==> src/design/mac_glue_pkg.sv <==
package mac_glue_pkg;

  // ==========================================================================
  // Bus widths and types
  // ==========================================================================
  typedef logic [15:0] word_t;     // CPU data bus
  typedef logic [22:0] waddr_t;    // CPU byte address bits 23..1
  typedef logic [3:0]  via_idx_t;  // VIA register select, A12..A9

  // Memory depths, both mirror across their regions
  localparam int ROM_WORDS = 16;
  localparam int RAM_WORDS = 1024;

  // Region codes on A23..A20
  localparam logic [3:0] REGION_LOW = 4'h0;  // 0x0-0x3, only top two bits compared
  localparam logic [3:0] REGION_ROM = 4'h4;
  localparam logic [3:0] REGION_RAM = 4'h6;
  localparam logic [3:0] REGION_VIA = 4'hE;

  // ==========================================================================
  // VIA
  // ==========================================================================
  localparam via_idx_t VIA_T2_LO = 4'h8;
  localparam via_idx_t VIA_T2_HI = 4'h9;
  localparam via_idx_t VIA_SR    = 4'hA;
  localparam via_idx_t VIA_ACR   = 4'hB;
  localparam via_idx_t VIA_IFR   = 4'hD;
  localparam via_idx_t VIA_IER   = 4'hE;
  localparam via_idx_t VIA_PORTA = 4'hF;

  // IFR / IER bit positions
  localparam int INT_ONESEC   = 0;
  localparam int INT_VBLANK   = 1;
  localparam int INT_KEYREADY = 2;
  localparam int INT_T2       = 5;

  localparam logic [2:0] ACR_SR_OUT        = 3'b111;  // SR shift out, keyboard
  localparam logic [7:0] PORTA_RESET       = 8'h7F;
  localparam int         PORTA_OVERLAY_BIT = 4;       // Overlay while low
  localparam logic [7:0] VIA_LOW_BYTE      = 8'hEF;
  localparam logic [7:0] VIA_UNUSED        = 8'hBE;

  localparam int TIMER_DIV     = 32;  // Clocks per timer tick
  localparam int VSYNC_PER_SEC = 60;

endpackage

==> src/design/mac_bus_if.sv <==
`timescale 1ns/1ps

interface mac_bus_if;
  import mac_glue_pkg::*;

  // Decoded access, driven by the bus controller
  logic   access;   // One cycle per bus cycle
  logic   we;
  waddr_t addr;
  logic   ube;      // Upper byte lane, D15..D8
  logic   lbe;      // Lower byte lane
  word_t  wdata;
  logic   via_cs;
  logic   ram_cs;
  logic   rom_cs;

  // Read data back, valid the edge after access
  logic [7:0] via_rdata;
  word_t      mem_rdata;

  modport ctrl (
    output access, we, addr, ube, lbe, wdata, via_cs, ram_cs, rom_cs,
    input  via_rdata, mem_rdata
  );

  modport via (
    input  access, we, addr, ube, wdata, via_cs,
    output via_rdata
  );

  modport mem (
    input  access, we, addr, ube, lbe, wdata, ram_cs, rom_cs,
    output mem_rdata
  );

endinterface

==> src/design/via_regs.sv <==
`timescale 1ns/1ps

module via_regs (
  input  logic       clk_cpu,
  input  logic       reset,
  input  logic       timer_strobe,
  input  logic       vblank_pulse,
  input  logic       onesec_pulse,
  output logic       overlaid,
  output logic       irq,
  output logic       kbd_out_strobe,
  output logic [7:0] kbd_out_data,
  mac_bus_if.via     bus
);
  import mac_glue_pkg::*;

  logic [7:0]  porta;
  logic [7:0]  acr;         // Auxiliary control
  logic [7:0]  sr;          // Shift register
  logic [6:0]  ifr;
  logic [6:0]  ier;
  logic [7:0]  t2_latch_lo;
  logic [15:0] t2_count;
  logic        t2_armed;
  logic [7:0]  din;
  logic [7:0]  rd_mux;
  logic        sel;
  logic        wr;
  logic        rd;
  logic        sr_out_wr;
  logic        any_int;
  via_idx_t    idx;

  // VIA lives on the upper byte lane
  assign sel       = bus.access && bus.via_cs && bus.ube;
  assign wr        = sel && bus.we;
  assign rd        = sel && !bus.we;
  assign idx       = bus.addr[11:8];  // A12..A9
  assign din       = bus.wdata[15:8];
  assign sr_out_wr = wr && (idx == VIA_SR) && (acr[4:2] == ACR_SR_OUT);

  assign any_int  = |(ifr & ier);
  assign irq      = any_int;
  assign overlaid = !porta[PORTA_OVERLAY_BIT];

  // ==========================================================================
  // Control registers, flags and timer 2
  // ==========================================================================
  always_ff @(posedge clk_cpu) begin
    if (reset) begin
      porta          <= PORTA_RESET;  // Overlay off
      acr            <= '0;
      ifr            <= '0;
      ier            <= '0;
      t2_count       <= '0;
      t2_armed       <= 1'b0;
      kbd_out_strobe <= 1'b0;
    end else begin
      kbd_out_strobe <= sr_out_wr;

      // Timer 2 counts down on divided ticks, one-shot
      if (timer_strobe && t2_armed) begin
        if (t2_count == '0) begin
          ifr[INT_T2] <= 1'b1;
          t2_armed    <= 1'b0;
        end else begin
          t2_count <= t2_count - 1'b1;
        end
      end

      if (wr) begin
        case (idx)
          VIA_T2_HI: begin  // Load and start
            t2_count    <= {din, t2_latch_lo};
            t2_armed    <= 1'b1;
            ifr[INT_T2] <= 1'b0;
          end
          VIA_SR:    if (acr[4:2] == ACR_SR_OUT) ifr[INT_KEYREADY] <= 1'b1;
          VIA_ACR:   acr <= din;
          VIA_IFR:   ifr <= ifr & ~din[6:0];  // Write one to clear
          VIA_IER:   if (din[7]) ier <= ier | din[6:0];
                     else ier <= ier & ~din[6:0];
          VIA_PORTA: porta <= din;
          default: ;
        endcase
      end else if (rd) begin
        // Read side effects on the flags
        case (idx)
          VIA_T2_LO: ifr[INT_T2] <= 1'b0;
          VIA_SR:    ifr[INT_KEYREADY] <= 1'b0;
          VIA_PORTA: begin
            ifr[INT_ONESEC] <= 1'b0;
            ifr[INT_VBLANK] <= 1'b0;
          end
          default: ;
        endcase
      end

      // Vsync events win over a same-cycle clear
      if (vblank_pulse) ifr[INT_VBLANK] <= 1'b1;
      if (onesec_pulse) ifr[INT_ONESEC] <= 1'b1;
    end
  end

  // ==========================================================================
  // Read mux and data registers
  // ==========================================================================
  always_comb begin
    case (idx)
      VIA_T2_LO: rd_mux = t2_count[7:0];
      VIA_T2_HI: rd_mux = t2_count[15:8];
      VIA_SR:    rd_mux = sr;
      VIA_ACR:   rd_mux = acr;
      VIA_IFR:   rd_mux = {any_int, ifr};   // Bit 7 is the IRQ summary
      VIA_IER:   rd_mux = {1'b0, ier};
      VIA_PORTA: rd_mux = {1'b0, porta[6:0]};
      default:   rd_mux = VIA_UNUSED;
    endcase
  end

  always_ff @(posedge clk_cpu) begin
    if (wr && idx == VIA_SR)    sr <= din;
    if (wr && idx == VIA_T2_LO) t2_latch_lo <= din;  // Latch only, count loads on HI
    if (sr_out_wr)              kbd_out_data <= din;  // Byte to keyboard
    if (rd)                     bus.via_rdata <= rd_mux;  // Pre-clear value returned
  end

endmodule

==> src/flat_wrapper.sv <==
// flat-port wrapper written by rule: the top's interface ports become plain ports
module via_regs_flat import mac_glue_pkg::*;
  (clk_cpu, reset, timer_strobe, vblank_pulse, onesec_pulse, overlaid, irq, kbd_out_strobe, kbd_out_data, bus_access, bus_we, bus_addr, bus_ube, bus_wdata, bus_via_cs, bus_via_rdata);
  mac_bus_if bus_i ();
  input  logic clk_cpu;
  input  logic reset;
  input  logic timer_strobe;
  input  logic vblank_pulse;
  input  logic onesec_pulse;
  output logic overlaid;
  output logic irq;
  output logic kbd_out_strobe;
  output logic [7:0] kbd_out_data;
  input wire logic [$bits(bus_i.access)-1:0] bus_access;
  input wire logic [$bits(bus_i.we)-1:0] bus_we;
  input wire logic [$bits(bus_i.addr)-1:0] bus_addr;
  input wire logic [$bits(bus_i.ube)-1:0] bus_ube;
  input wire logic [$bits(bus_i.wdata)-1:0] bus_wdata;
  input wire logic [$bits(bus_i.via_cs)-1:0] bus_via_cs;
  output wire logic [$bits(bus_i.via_rdata)-1:0] bus_via_rdata;
  assign bus_i.access = bus_access;
  assign bus_i.we = bus_we;
  assign bus_i.addr = bus_addr;
  assign bus_i.ube = bus_ube;
  assign bus_i.wdata = bus_wdata;
  assign bus_i.via_cs = bus_via_cs;
  assign bus_via_rdata = bus_i.via_rdata;
  via_regs u_core (.clk_cpu(clk_cpu), .reset(reset), .timer_strobe(timer_strobe), .vblank_pulse(vblank_pulse), .onesec_pulse(onesec_pulse), .overlaid(overlaid), .irq(irq), .kbd_out_strobe(kbd_out_strobe), .kbd_out_data(kbd_out_data), .bus(bus_i));
endmodule
==> config.mk <==
export PLATFORM = sky130hd
export DESIGN_NAME = via_regs_flat
export DESIGN_NICKNAME = d
export VERILOG_FILES = /design/src/design/mac_glue_pkg.sv /design/src/design/mac_bus_if.sv /design/src/design/via_regs.sv /design/src/flat_wrapper.sv
export SDC_FILE = /design/constraint.sdc
export NUM_CORES = 1
export LEC_CHECK = 0
export ABC_AREA = 1
export BUFFER_PORTS_ARGS = -buffer_cell sky130_fd_sc_hd__buf_2
export CORE_MARGIN = 2
export CORE_UTILIZATION = 25
export CTS_CLUSTER_SIZE = 10
export DETAILED_ROUTE_END_ITERATION = 10
export SYNTH_ARGS = -nofsm -noshare
export SYNTH_HDL_FRONTEND = slang
export SYNTH_SLANG_ARGS = --single-unit
==> constraint.sdc <==
create_clock -name clk_cpu -period 2.75 [get_ports clk_cpu]
set_input_delay 0.55 -clock clk_cpu [delete_from_list [all_inputs] [get_ports clk_cpu]]
set_output_delay 0.55 -clock clk_cpu [all_outputs]
set_load 0.1 [all_outputs]
==> After elaboration in Yosys (flattened, before gate mapping) <==
Cells that the tools add are included.
{ "classes": {"add_sub_neg": 1, "eq_ne": 11, "muxes": 25, "bitwise_logic": 5, "n_reduce_logical": 26} }
{ "ops": {"columns": ["cell", "n"], "rows": [
  ["two-way mux 16 bit", 4],
  ["case mux 8 bit (7 select lines)", 1],
  ["== test 4 bit (second input constant)", 7],
  ["AND 7 bit", 3],
  ["logical NOT 16 bit", 1],
  ["subtractor 16 x 1 -> 16 bit (second input constant)", 1],
  ["two-way mux 1 bit", 13],
  ["nonzero test 3 bit", 4],
  ["!= test 3 bit (second input constant)", 3],
  ["logical AND 1 bit", 8],
  ["AND reduction 2 bit", 4],
  ["two-way mux 7 bit", 1],
  ["inverter 7 bit", 1],
  ["bitwise OR 7 bit", 1],
  ["OR reduction 7 bit", 1],
  ["two-way mux 3 bit", 2],
  ["AND reduction 3 bit", 2],
  ["nonzero test 2 bit", 3],
  ["two-way mux 2 bit", 2],
  ["case mux 1 bit (2 select lines)", 2],
  ["AND reduction 4 bit", 1],
  ["== test 3 bit (second input constant)", 1],
  ["logical NOT 1 bit", 2]
]} }
{ "totals": {"register_bits": 79, "in_bits": 48, "output_inout_bits": 19} }

==> Logic depth before layout (Yosys ltp) <==
Gate-level depths: netlist of run 1.
{ "depth": {"depth_word": 6, "depth_mapped": 11} }

==> Least setup slack after synthesis of run 1 <==
OpenSTA, ideal clock, no wires.
{ "synth_path": {"kind": "input -> register", "startpoint": "in bus_ube", "endpoint": "reg u_core.kbd_out_data[0] (enable)", "arrival_ps": 1566, "required_time_ps": 2367, "path_slack_ps": 800, "path_stages": 5, "cell_sequence": "nand3_1 inv_2 nand2_1 buf_4 nor3_1"} }
{ "synth_via": {"elab_chain_cells": 4} }
{ "synth_lines": {"columns": ["item", "line", "text"], "rows": [
  ["start: declaration", "flat_wrapper.sv:17", "input wire logic [$bits(bus_i.ube)-1:0] bus_ube;"],
  ["logical AND 1 bit", "via_regs.sv:35", "assign sel = bus.access && bus.via_cs && bus.ube;"],
  ["logical AND 1 bit", "via_regs.sv:36", "assign wr = sel && bus.we;"],
  ["logical AND 1 bit (2 in series)", "via_regs.sv:40", "assign sr_out_wr = wr && (idx == VIA_SR) && (acr[4:2] == ACR_SR_OUT);"],
  ["named net u_core.sr_out_wr", "via_regs.sv:30", "logic sr_out_wr;"],
  ["end signal: assignment", "via_regs.sv:124", "if (sr_out_wr) kbd_out_data <= din;"],
  ["end: declaration", "via_regs.sv:12", "output logic [7:0] kbd_out_data,"]
]} }
The timed path passes the listed nets, and every way through them passes these cells.
A chain may end at the register's enable or synchronous reset.

==> Final worst setup path of run 1 <==
{ "layout_path": {"startpoint": "reg u_core.ifr[2]", "endpoint": "out irq"} }
{ "layout_via": {"elab_chain_cells": 2} }
{ "layout_lines": {"columns": ["item", "line", "text"], "rows": [
  ["start: declaration", "via_regs.sv:20", "logic [6:0] ifr;"],
  ["start signal: assignment", "via_regs.sv:80", "VIA_IFR: ifr <= ifr & ~din[6:0];"],
  ["AND 7 bit", "via_regs.sv:42", "assign any_int = |(ifr & ier);"],
  ["OR reduction 7 bit", "via_regs.sv:42", null],
  ["end: declaration", "flat_wrapper.sv:11", "output logic irq;"]
]} }
No other way between the ends.

==> results of run 1 <==
-- synthesized netlist by cell type --
master | number | area share [%]
o21ai_0 | 25 | 3.2
clkinv_4 | 1 | 0.22
a221oi_1 | 1 | 0.22
inv_1 | 73 | 6.9
nand2_2 | 9 | 1.4
o21ai_4 | 1 | 0.41
nand2_4 | 1 | 0.28
nor4_1 | 1 | 0.16
buf_4 | 1 | 0.19
a21oi_2 | 1 | 0.22
or2_1 | 1 | 0.16
nand2_1 | 105 | 9.9
dfxtp_1 | 47 | 24
a21oi_1 | 18 | 2.3
ha_1 | 2 | 0.63
nand4_1 | 9 | 1.4
clkbuf_1 | 5 | 0.47
nor2_2 | 7 | 1.1
buf_2 | 4 | 0.50
o211ai_1 | 6 | 1.1
o21bai_1 | 1 | 0.19
o2bb2ai_1 | 1 | 0.22
nand3_2 | 4 | 1.0
a211oi_1 | 12 | 2.3
nor3_1 | 3 | 0.38
inv_2 | 10 | 0.95
nor2_1 | 39 | 3.7
edfxtp_1 | 32 | 24
o21ai_1 | 15 | 1.9
o221ai_1 | 1 | 0.22
buf_6 | 1 | 0.28
o22ai_1 | 9 | 1.4
nor2_4 | 9 | 2.6
xor2_1 | 2 | 0.44
or2_0 | 1 | 0.16
nand3_1 | 45 | 5.7
-- power breakdown --
group | switching (mW) | total [mW] | internal (mW)
clock | 0.460 | 1.35 | 0.887
combinational | 0.123 | 0.165 | 0.0418
sequential | 0.00478 | 1.23 | 1.23
total | 0.588 | 2.74 | 2.15
-- layer usage --
metal	vias to the layer above	routed length [microns]	track usage (%)
li1	1751	-	-
met1	1582	5220	19.3
met2	105	4680	20.1
met3	16	769	2.79
met4	0	234	4.62
met5	-	0	0
-- registers in the layout, indices dropped and copies added (netlist names), 7 cells and up, named ones only --
signal,flops
u_core.acr,8
u_core.bus.via_rdata,8
u_core.ifr,7
u_core.kbd_out_data,8
u_core.porta,7
u_core.sr,8
u_core.t2_count,16
u_core.t2_latch_lo,8
-- worst register-to-register path: cells and delay by family (launching register included) --
family / cells / cell delay, ns
AOI/OAI and AO/OA: 1 / 0.19
adders and majority gates: 1 / 0.27
buffers and inverters: 2 / 0.17
DFF: 1 / 0.39
and+or+nand+nor: 6 / 0.76
-- logic make-up (layout without fill, tap and decap cells) --
logic type               Yosys count  after routing  share of synthesized area, %
AND/OR/NAND/NOR                  234            234                          27.9
XOR/XNOR                           2              2                         0.441
adder cells (fa/ha/maj)            2              2                         0.630
flip-flops                        79             79                          47.9
buffers and inverters             95            145                          9.51
AO/OA/AOI/OAI                     91             91                          13.6
-- worst max path at each step --
| stage | endpoint | slack, ns | depth (start not counted) |
|---|---|---|---|
| floorplan | u_core.kbd_out_data[0] | 0.80 | 5 |
| global placement | u_core.t2_count[14] | 0.66 | 10 |
| detailed placement | u_core.sr[0] | 0.72 | 6 |
| CTS | irq | 0.60 | 5 |
| global route | irq | 0.49 | 5 |
| finish | irq | 0.61 | 5 |
-- stage by stage --
stage	area [sq um]	util (%)	instances	power, mW
3_3_place_gp	4420	28.2	753	1.42
6_report	4760	30.3	769	2.74
2_1_floorplan	3970	-	503	1.35
3_5_place_dp	4420	28.2	753	1.42
5_1_grt	4760	30.3	769	2.83
4_1_cts	4760	30.3	769	2.76
-- layout make-up --
class / instances / area [sq um] / area share, %
multi-input cells: 329 / 1690 / 35.6
clock buffers: 12 / 236 / 4.97
repair buffers: 45 / 240 / 5.05
flip-flops and latches: 79 / 1900 / 40.0
inverters: 84 / 320 / 6.74
well taps: 216 / 270 / 5.68
clock inverters: 4 / 95.1 / 2.00
==> summary.txt, run 1 <==
Detailed routing
  • Vias: 3454
  • DR iter-0 viols: 270
  • Final wirelength: 10900 microns
  • Drt wl/cell: 14.2 microns
  • Routed Antenna Nets: 0
  • Vias per std cell: 4.49
  • DRC viols: 0
  • Drt first pass iters: 4

Timing
  • Slew HR: 52.7%
  • Fin Setup TNS: 0 ns
  • RSZ-0062 raised after global routing: false
  • Final setup viols: 0
  • Max Fclk: 467 MHz
  • Slew Viols, Final: 0
  • Final Skew: 0.00767 ns
  • Worst Tran Pin Value: 0.706 ns
  • Worst hold slack: 0.425 ns
  • Final hold violation count: 0
  • Setup ws final: 0.609 ns
  • Time the worst path needs with I/O delays and setup: 2.14 ns
  • Tcrit/Tclk final: 77.9%

Die
  • Initial core utilization: 25.3%
  • Die Width: 130 microns
  • Core Region: 15700 sq um
  • Io pins: 67
  • Die Span Y: 130 microns
  • Total die area: 16900 sq um
  • Rows: 46

Clock tree
  • Setup Buffers After CTS: 0
  • Clock root cell: clkbuf_16
  • CTS tree: done
  • H-tree lvl count: 3
  • Resized Gates After CTS: 0
  • Worst-skew pair later-pin latency: 0.33 ns
  • CTS sink cnt: 79
  • CTS Buffer Depth: 2
  • Clock-pin slew on the worst setup and hold paths: 0.06 ns
  • Total CTS buffers: 9
  • Cts hold-fix bufs: 0

Yosys
  • Synth cell types: 36
  • Seq/Total Area, Yosys: 47.9%
  • Ys Warns: 0
  • Mapped Cells: 503
  • Synthesized net count: 553
  • Post-Syn Area: 3970 sq um
  • Mean Syn Cell Area: 7.90 sq um
  • Number of synthesized register bits: 79

Critical path
  • Endpoint type of the worst setup path: primary output
  • Max incr delay on CP: 0.34 ns
  • R2R setup slack: 0.89 ns
  • CP startpoint: u_core.ifr[2]
  • Most frequent CP cell: nand2_1
  • Crit path buf inv count: 1
  • Slowest stage cell, crit path: buf_2
  • Reg2Reg Depth: 10
  • Worst EP arrival: 1.59 ns
  • Crit start category: flop
  • Worst Path Required: 2.20 ns
  • Crit-path max FO: 2
  • Worst r2r src: u_core.t2_count[0]
  • Worst path cell trace: nand2_1 -> nand2_1 -> a221oi_1 -> nand2_1 -> buf_2
  • R2r endpoint: u_core.t2_count[5]
  • Crit Path Category: reg2out
  • Critical path's top delay family: buffers and inverters

Global route
  • Total GRT Usage: 13.5%
  • Antenna violations before repair: 0
  • Vias in the first global route: 3212
  • First-pass GRT wire length: 17200 microns
  • GRT overflow: 0
  • Largest net degree at the start of global routing: 29

Outcome
  • Status: completed

Power
  • Pleak: 2.14 nW
  • Worst VDD drop: 0.291 mV
  • PD cells: 577 nW/um^2

Layout
  • # diodes: 0
  • Layout cell share with drive strength beyond 1: 18.3%
  • Commonest non-fill, non-tap cell in the layout: nand2_1
  • Most frequent cells in the layout: nand2_1, inv_1, dfxtp_1, nand3_1
  • Fill cells: 1675
  • Synthesis-to-layout area growth: 19.8%
  • Fin nets: 598

Placement
  • RD Place Congestion: 0.892
  • Port Buf Inserts: 39
  • Place WS: 0.719 ns
  • Detailed placement HPWL: 7880 microns

Worst hold path
  • Hold_sp: onesec_pulse
  • Hold endpoint: u_core.ifr[0]
  • Min-delay worst type: in2reg
  • Worst hold stages: 3

Run
  • Max-cap violation count: 0
(Power assumes the default switching activity.)
==> inputs of run 2 (changes only) <==
- clock period: 2.75 -> 1.7 ns (I/O delays scaled with it)
==> run 2 against run 1 <==
  * Worst setup slack worse by 0.54 ns
  * Largest power group is now sequential cells
  * Combinational power is 69% higher
  * Sequential share of layout area is 0.86 points lower
  * Critical path depth stayed put
==> summary.txt, run 2 (same netlist as run 1, synthesis figures left out) <==
Outcome
  • Status: completed (unchanged)

Detailed routing
  • Drt first pass iters: 5 (was 4)
  • Vias: 3449 (was 3454)
  • Final wirelength: 11100 microns (was 10900 microns)
  • Routed Antenna Nets: 0 (unchanged)
  • Drt wl/cell: 14.3 microns (was 14.2 microns)
  • DR iter-0 viols: 308 (was 270)
  • DRC viols: 0 (unchanged)
  • Vias per std cell: 4.42 (was 4.49)

Timing
  • Final hold violation count: 0 (unchanged)
  • Time the worst path needs with I/O delays and setup: 1.63 ns
  • Slew Viols, Final: 0 (unchanged)
  • Slew HR: 66.8% (was 52.7%)
  • Worst Tran Pin Value: 0.501 ns (was 0.706 ns)
  • Tcrit/Tclk final: 95.9%
  • Final Skew: 0.00820 ns (was 0.00767 ns)
  • Worst hold slack: 0.208 ns (was 0.425 ns)
  • Final setup viols: 0 (unchanged)
  • Max Fclk: 614 MHz
  • Setup ws final: 0.0701 ns (was 0.609 ns)
  • Fin Setup TNS: 0 ns (unchanged)

Critical path
  • Critical path depth: 5 (unchanged)
  • Crit Path Category: reg2out (unchanged)
  • Crit start category: flop (unchanged)
  • R2R setup slack: 0.14 ns (was 0.89 ns)
  • Max incr delay on CP: 0.36 ns (was 0.34 ns)
  • Critical path's top delay family: flip-flops (was buffers and inverters)
  • Worst path cell trace: inv_2 -> o22ai_1 -> a21oi_2 -> nand2_2 -> buf_12 (was nand2_1 -> nand2_1 -> a221oi_1 -> nand2_1 -> buf_2)
  • Crit-path max FO: 3 (was 2)
  • Endpoint type of the worst setup path: primary output (unchanged)
  • Worst Path Required: 1.36 ns (was 2.20 ns)
  • R2r endpoint: u_core.ifr[5] (was u_core.t2_count[5])
  • Reg2Reg Depth: 9 (was 10)
  • Crit path buf inv count: 2 (was 1)
  • Worst EP arrival: 1.29 ns (was 1.59 ns)
  • Slowest stage cell, crit path: dfxtp_1 (was buf_2)
  • Worst r2r src: u_core.t2_count[1] (was u_core.t2_count[0])

Clock tree
  • H-tree lvl count: 3 (unchanged)
  • CTS tree: done (unchanged)
  • CTS sink cnt: 79 (unchanged)
  • CTS Buffer Depth: 2 (unchanged)
  • Total CTS buffers: 9 (unchanged)
  • Worst-skew pair later-pin latency: 0.34 ns (was 0.33 ns)
  • Clock-pin slew on the worst setup and hold paths: 0.06 ns (about the same)
  • Cts hold-fix bufs: 0 (unchanged)
  • Clock root cell: clkbuf_16 (unchanged)

Power
  • Sequential share of power: 48.1% (was 44.9%)
  • Clock power share: 45.2% (was 49.1%)
  • Sw Ratio: 24.2% (was 21.4%)
  • Switching power: 1.00 mW (was 0.588 mW)
  • PD cells: 851 nW/um^2 (was 577 nW/um^2)
  • Internal power: 3.14 mW (was 2.15 mW)
  • Combinational power share: 6.7% (was 6.0%)
  • Pleak: 2.19 nW (was 2.14 nW)
  • Worst VDD drop: 0.650 mV (was 0.291 mV)

Die
  • Die Span Y: 130 microns (unchanged)
  • Io pins: 67 (unchanged)
  • Die Width: 130 microns (unchanged)
  • Total die area: 16900 sq um (unchanged)
  • Initial core utilization: 25.3% (unchanged)
  • Core Region: 15700 sq um (unchanged)
  • Rows: 46 (unchanged)

Worst hold path
  • Hold endpoint: u_core.ifr[1] (was u_core.ifr[0])
  • Hold_sp: vblank_pulse (was onesec_pulse)
  • Min-delay worst type: in2reg (unchanged)
  • Worst hold stages: 3 (unchanged)

Placement
  • Detailed placement HPWL: 8070 microns (was 7880 microns)
  • RD Place Congestion: 0.854 (was 0.892)
  • Place WS: 0.0696 ns (was 0.719 ns)
  • Port Buf Inserts: 39 (unchanged)

Global route
  • Total GRT Usage: 13.5% (about the same)
  • Vias in the first global route: 3078 (was 3212)
  • First-pass GRT wire length: 17200 microns (about the same)
  • Antenna violations before repair: 0 (unchanged)
  • GRT overflow: 0 (unchanged)
  • Largest net degree at the start of global routing: 34 (was 29)

Layout
  • # diodes: 0 (unchanged)
  • Fin nets: 609 (was 598)
  • Commonest non-fill, non-tap cell in the layout: nand2_1 (unchanged)
  • Max reg flops: 16 (unchanged)
  • Utilization after layout: 31.0% (was 30.3%)
  • Layout cell share with drive strength beyond 1: 22.5% (was 18.3%)
  • Synthesis-to-layout area growth: 22.6% (was 19.8%)
  • Most frequent cells in the layout: nand2_1, inv_1, nand3_1, dfxtp_1, nor2_1 (was nand2_1, inv_1, dfxtp_1, nand3_1)
  • Biggest register: u_core.t2_count (unchanged)

Run
  • Max-cap violation count: 0 (unchanged)
==> run 2: area by class of cell <==
type	count	area, sq um
Tap cell	216	270
Timing Repair Buffer	56	363
Clock inverter	6	41.3
Inverter	84	320
Fill cell	1687	10800
Sequential cell	79	1910
Multi-Input combinational cell	329	1720
Clock buffer	10	250
==> run 2: worst max path at each step <==
stage,slack [ns],startpoint,to
2_1_floorplan,0.12,u_core.porta[4],u_core.bus.via_rdata[4]
3_3_place_gp,0.06,bus_ube,u_core.kbd_out_data[6]
3_5_place_dp,0.07,bus_addr[10],u_core.bus.via_rdata[6]
4_1_cts,0.05,u_core.ifr[5],irq
5_1_grt,-0.004,flop,irq
6_report,0.07,u_core.ifr[5],irq
==> run 2: tightest hold or removal path, delay by kind of cell <==
family	cells	cell delay, ns
buffers and inverters	1	0.07
AND/OR/NAND/NOR	1	0.07
AO/OA/AOI/OAI	1	0.03
==> run 2: routing by layer <==
| metal | global-route usage (%) | wire length (microns) |
|---|---|---|
| met5 | 0 | 0 |
| met4 | 4.62 | 159 |
| met3 | 2.87 | 496 |
| met2 | 19.7 | 4780 |
| met1 | 19.7 | 5700 |
==> run 2: repair_timing <==
action | 4_1_cts | 5_1_grt
setup buffers | 0 | 1
pin swaps | 0 | 1
setup endpoints to repair | 1 | 7
resized for setup | 3 | 9
==> run 2: stage by stage <==
step	power, mW	instances	cell area [sq um]
after floorplan	2.19	503	3980
after global placement	2.31	763	4550
after detailed placement	2.31	763	4550
after CTS	4.19	779	4850
after global routing	4.29	780	4870
final	4.14	780	4870
==> run 2: power by group through the flow <==
| stage | sequential (mW) | clock (mW) | combinational [mW] |
|---|---|---|---|
| global route | 1.99 | 1.99 | 0.308 |
| floorplan | 2.06 | 0 | 0.134 |
| global placement | 2.03 | 0 | 0.277 |
| finish | 1.99 | 1.87 | 0.279 |
| detailed placement | 2.03 | 0 | 0.277 |
| CTS | 1.99 | 1.92 | 0.278 |
==> inputs of run 3 (changes only) <==
- clock period: 1.7 -> 1.5 ns (I/O delays scaled with it)
==> run 3 against run 2 <==
  * The flow now finishes with violations (setup timing)
  * Register-to-register slack worse by 0.06 ns
  * Hold slack got worse by 0.038 ns
  * Combinational power up 23%
  * Global-route usage up 0.59 points
  * Wire length grew 3.1%
  * Via count up 4.8%
  * Clock skew shrank 0.0049 ns
  * Sequential share of layout area decreased by 2.2 points
  * Cell area grew 6.3%
  * Final cell count grew 3.6%
==> summary.txt, run 3 (same netlist as run 1, synthesis figures left out) <==
Detailed routing
  • Routed Antenna Nets: 0 (unchanged)
  • DRC viols: 0 (unchanged)
  • Final wirelength: 11500 microns (was 11100 microns)
  • Drt first pass iters: 6 (was 5)
  • Vias per std cell: 4.47 (was 4.42)
  • Drt wl/cell: 14.2 microns (was 14.3 microns)
  • DR iter-0 viols: 220 (was 308)
  • Vias: 3614 (was 3449)

Worst hold path
  • Min-delay worst type: in2reg (unchanged)

Timing
  • Fin Setup TNS: -0.0493 ns (was 0 ns)
  • Setup ws final: -0.0493 ns (was 0.0701 ns)
  • Final hold violation count: 0 (unchanged)
  • Time the worst path needs with I/O delays and setup: 1.55 ns
  • Tcrit/Tclk final: 103%
  • Max Fclk: 645 MHz
  • Slew Viols, Final: 0 (unchanged)
  • Worst Tran Pin Value: 0.495 ns (was 0.501 ns)
  • Slew HR: 67.2% (was 66.8%)
  • Final Skew: 0.00326 ns (was 0.00820 ns)
  • RSZ-0062 raised after global routing: true
  • Final setup viols: 1 (was 0)

Clock tree
  • CTS tree: done (unchanged)
  • CTS Buffer Depth: 2 (unchanged)
  • Clock-pin slew on the worst setup and hold paths: 0.06 ns (about the same)
  • Total CTS buffers: 9 (unchanged)
  • Worst-skew pair later-pin latency: 0.34 ns (about the same)
  • H-tree lvl count: 3 (unchanged)
  • Cts hold-fix bufs: 0 (unchanged)
  • CTS sink cnt: 79 (unchanged)
  • Clock root cell: clkbuf_16 (unchanged)

Die
  • Core Region: 15700 sq um (unchanged)
  • Die Width: 130 microns (unchanged)
  • Io pins: 67 (unchanged)
  • Initial core utilization: 25.3% (unchanged)
  • Total die area: 16900 sq um (unchanged)
  • Rows: 46 (unchanged)
  • Die Span Y: 130 microns (unchanged)

Power
  • Switching power: 1.14 mW (was 1.00 mW)
  • Clock power share: 47.5% (was 45.2%)
  • Combinational power share: 6.9% (was 6.7%)
  • Internal power: 3.81 mW (was 3.14 mW)
  • Sequential share of power: 45.6% (was 48.1%)
  • Worst VDD drop: 0.489 mV (was 0.650 mV)
  • Pleak: 2.36 nW (was 2.19 nW)
  • PD cells: 956 nW/um^2 (was 851 nW/um^2)
  • Sw Ratio: 23.0% (was 24.2%)

Layout
  • Max reg flops: 16 (unchanged)
  • # diodes: 0 (unchanged)
  • Commonest non-fill, non-tap cell in the layout: nand2_1 (unchanged)
  • Synthesis-to-layout area growth: 30.4% (was 22.6%)
  • Fin nets: 637 (was 609)
  • Most frequent cells in the layout: nand2_1, inv_1, nand3_1, buf_4, dfxtp_1 (was nand2_1, inv_1, nand3_1, dfxtp_1, nor2_1)
  • Biggest register: u_core.t2_count (unchanged)
  • Utilization after layout: 33.0% (was 31.0%)
  • Layout cell share with drive strength beyond 1: 27.9% (was 22.5%)
  • Fill cells: 1649 (was 1687)

Outcome
  • Status: finished with violations (was completed)
  • Violated checks: setup timing

Critical path
  • Endpoint type of the worst setup path: primary output (unchanged)
  • R2r endpoint: u_core.ifr[5] (unchanged)
  • R2R setup slack: 0.08 ns (was 0.14 ns)
  • Worst Path Required: 1.20 ns (was 1.36 ns)
  • Crit start category: flop (unchanged)
  • Worst EP arrival: 1.25 ns (was 1.29 ns)
  • Crit Path Category: reg2out (unchanged)
  • Worst r2r src: u_core.t2_count[4] (was u_core.t2_count[1])
  • Crit-path max FO: 3 (unchanged)
  • Crit path capture: irq (unchanged)
  • Reg2Reg Depth: 8 (was 9)

Global route
  • First-pass GRT wire length: 17900 microns (was 17200 microns)
  • Largest net degree at the start of global routing: 28 (was 34)
  • GRT overflow: 0 (unchanged)
  • Total GRT Usage: 14.1% (was 13.5%)
  • Antenna violations before repair: 0 (unchanged)
  • Vias in the first global route: 3327 (was 3078)

Placement
  • Port Buf Inserts: 39 (unchanged)
  • Detailed placement HPWL: 8450 microns (was 8070 microns)
  • RD Place Congestion: 0.879 (was 0.854)

Run
  • Max-cap violation count: 0 (unchanged)
run 3: cell types whose count changed in the layout (fill, tap and decap cells not counted), sizes merged:
cell / previous run / this run
inv: 84 / 82
bufinv: 0 / 2
buf: 56 / 83
clkbuf: 10 / 11
run 3: power groups by stage:
stage | Clock (mW) | Combinational, mW | Sequential, mW
2_1_floorplan | 0 | 0.152 | 2.33
4_1_cts | 2.38 | 0.336 | 2.26
6_report | 2.35 | 0.342 | 2.26
3_3_place_gp | 0 | 0.334 | 2.30
3_5_place_dp | 0 | 0.335 | 2.30
5_1_grt | 2.46 | 0.373 | 2.26
run 3: layout make-up:
cell class | instances | area (sq um) | area share [%]
Inverter | 84 | 327 | 6.31
Tap cell | 216 | 270 | 5.22
Multi-Input combinational cell | 329 | 1760 | 34.1
Clock buffer | 10 | 229 | 4.42
Timing Repair Buffer | 84 | 592 | 11.4
Sequential cell | 79 | 1910 | 36.9
Clock inverter | 6 | 85.1 | 1.64
run 3: per-layer routing:
| metal | track usage, % | part of all wire [%] | vias to the layer above |
|---|---|---|---|
| met2 | 21.3 | 44 | 91 |
| li1 | - | - | 1836 |
| met5 | 0 | 0 | - |
| met4 | 5.19 | 2.6 | 0 |
| met3 | 2.46 | 3.9 | 23 |
| met1 | 20.1 | 50 | 1664 |
run 3: worst max-delay path, stage by stage (launching register included):
cell,delay [ns]
dfxtp_1,0.29
inv_1,0.11
o22ai_2,0.09
a21oi_2,0.14
nand2_2,0.10
buf_12,0.18
run 3: timing repair:
action | in CTS | in global routing
gates resized for setup | 5 | 22
pin swaps | 3 | 5
setup buffers | 2 | 1
endpoints found under the setup margin | 1 | 19
run 3: stage by stage:
stage	total power, mW	std cells	instance area [sq um]	worst slack [ns]	hold slack (ns)
floorplan	2.48	503	3980	-0.000645	0.399
global placement	2.64	789	4760	-0.0728	0.445
detailed placement	2.64	789	4760	-0.101	0.459
CTS	4.98	807	5110	-0.0566	0.169
global route	5.09	808	5180	-0.130	0.175
finish	4.95	808	5180	-0.0493	0.170
run 3: how the worst min path moves through the flow:
stage,startpoint,to,slack [ns],cells after the start
floorplan,bus_wdata[8],u_core.kbd_out_data[0],0.40,0
global placement,u_core.ifr[4],u_core.ifr[4],0.45,2
detailed placement,u_core.porta[3],u_core.porta[3],0.46,2
CTS,vblank_pulse,u_core.ifr[1],0.17,3
global route,onesec_pulse,u_core.ifr[0],0.18,3
finish,vblank_pulse,u_core.ifr[1],0.17,3
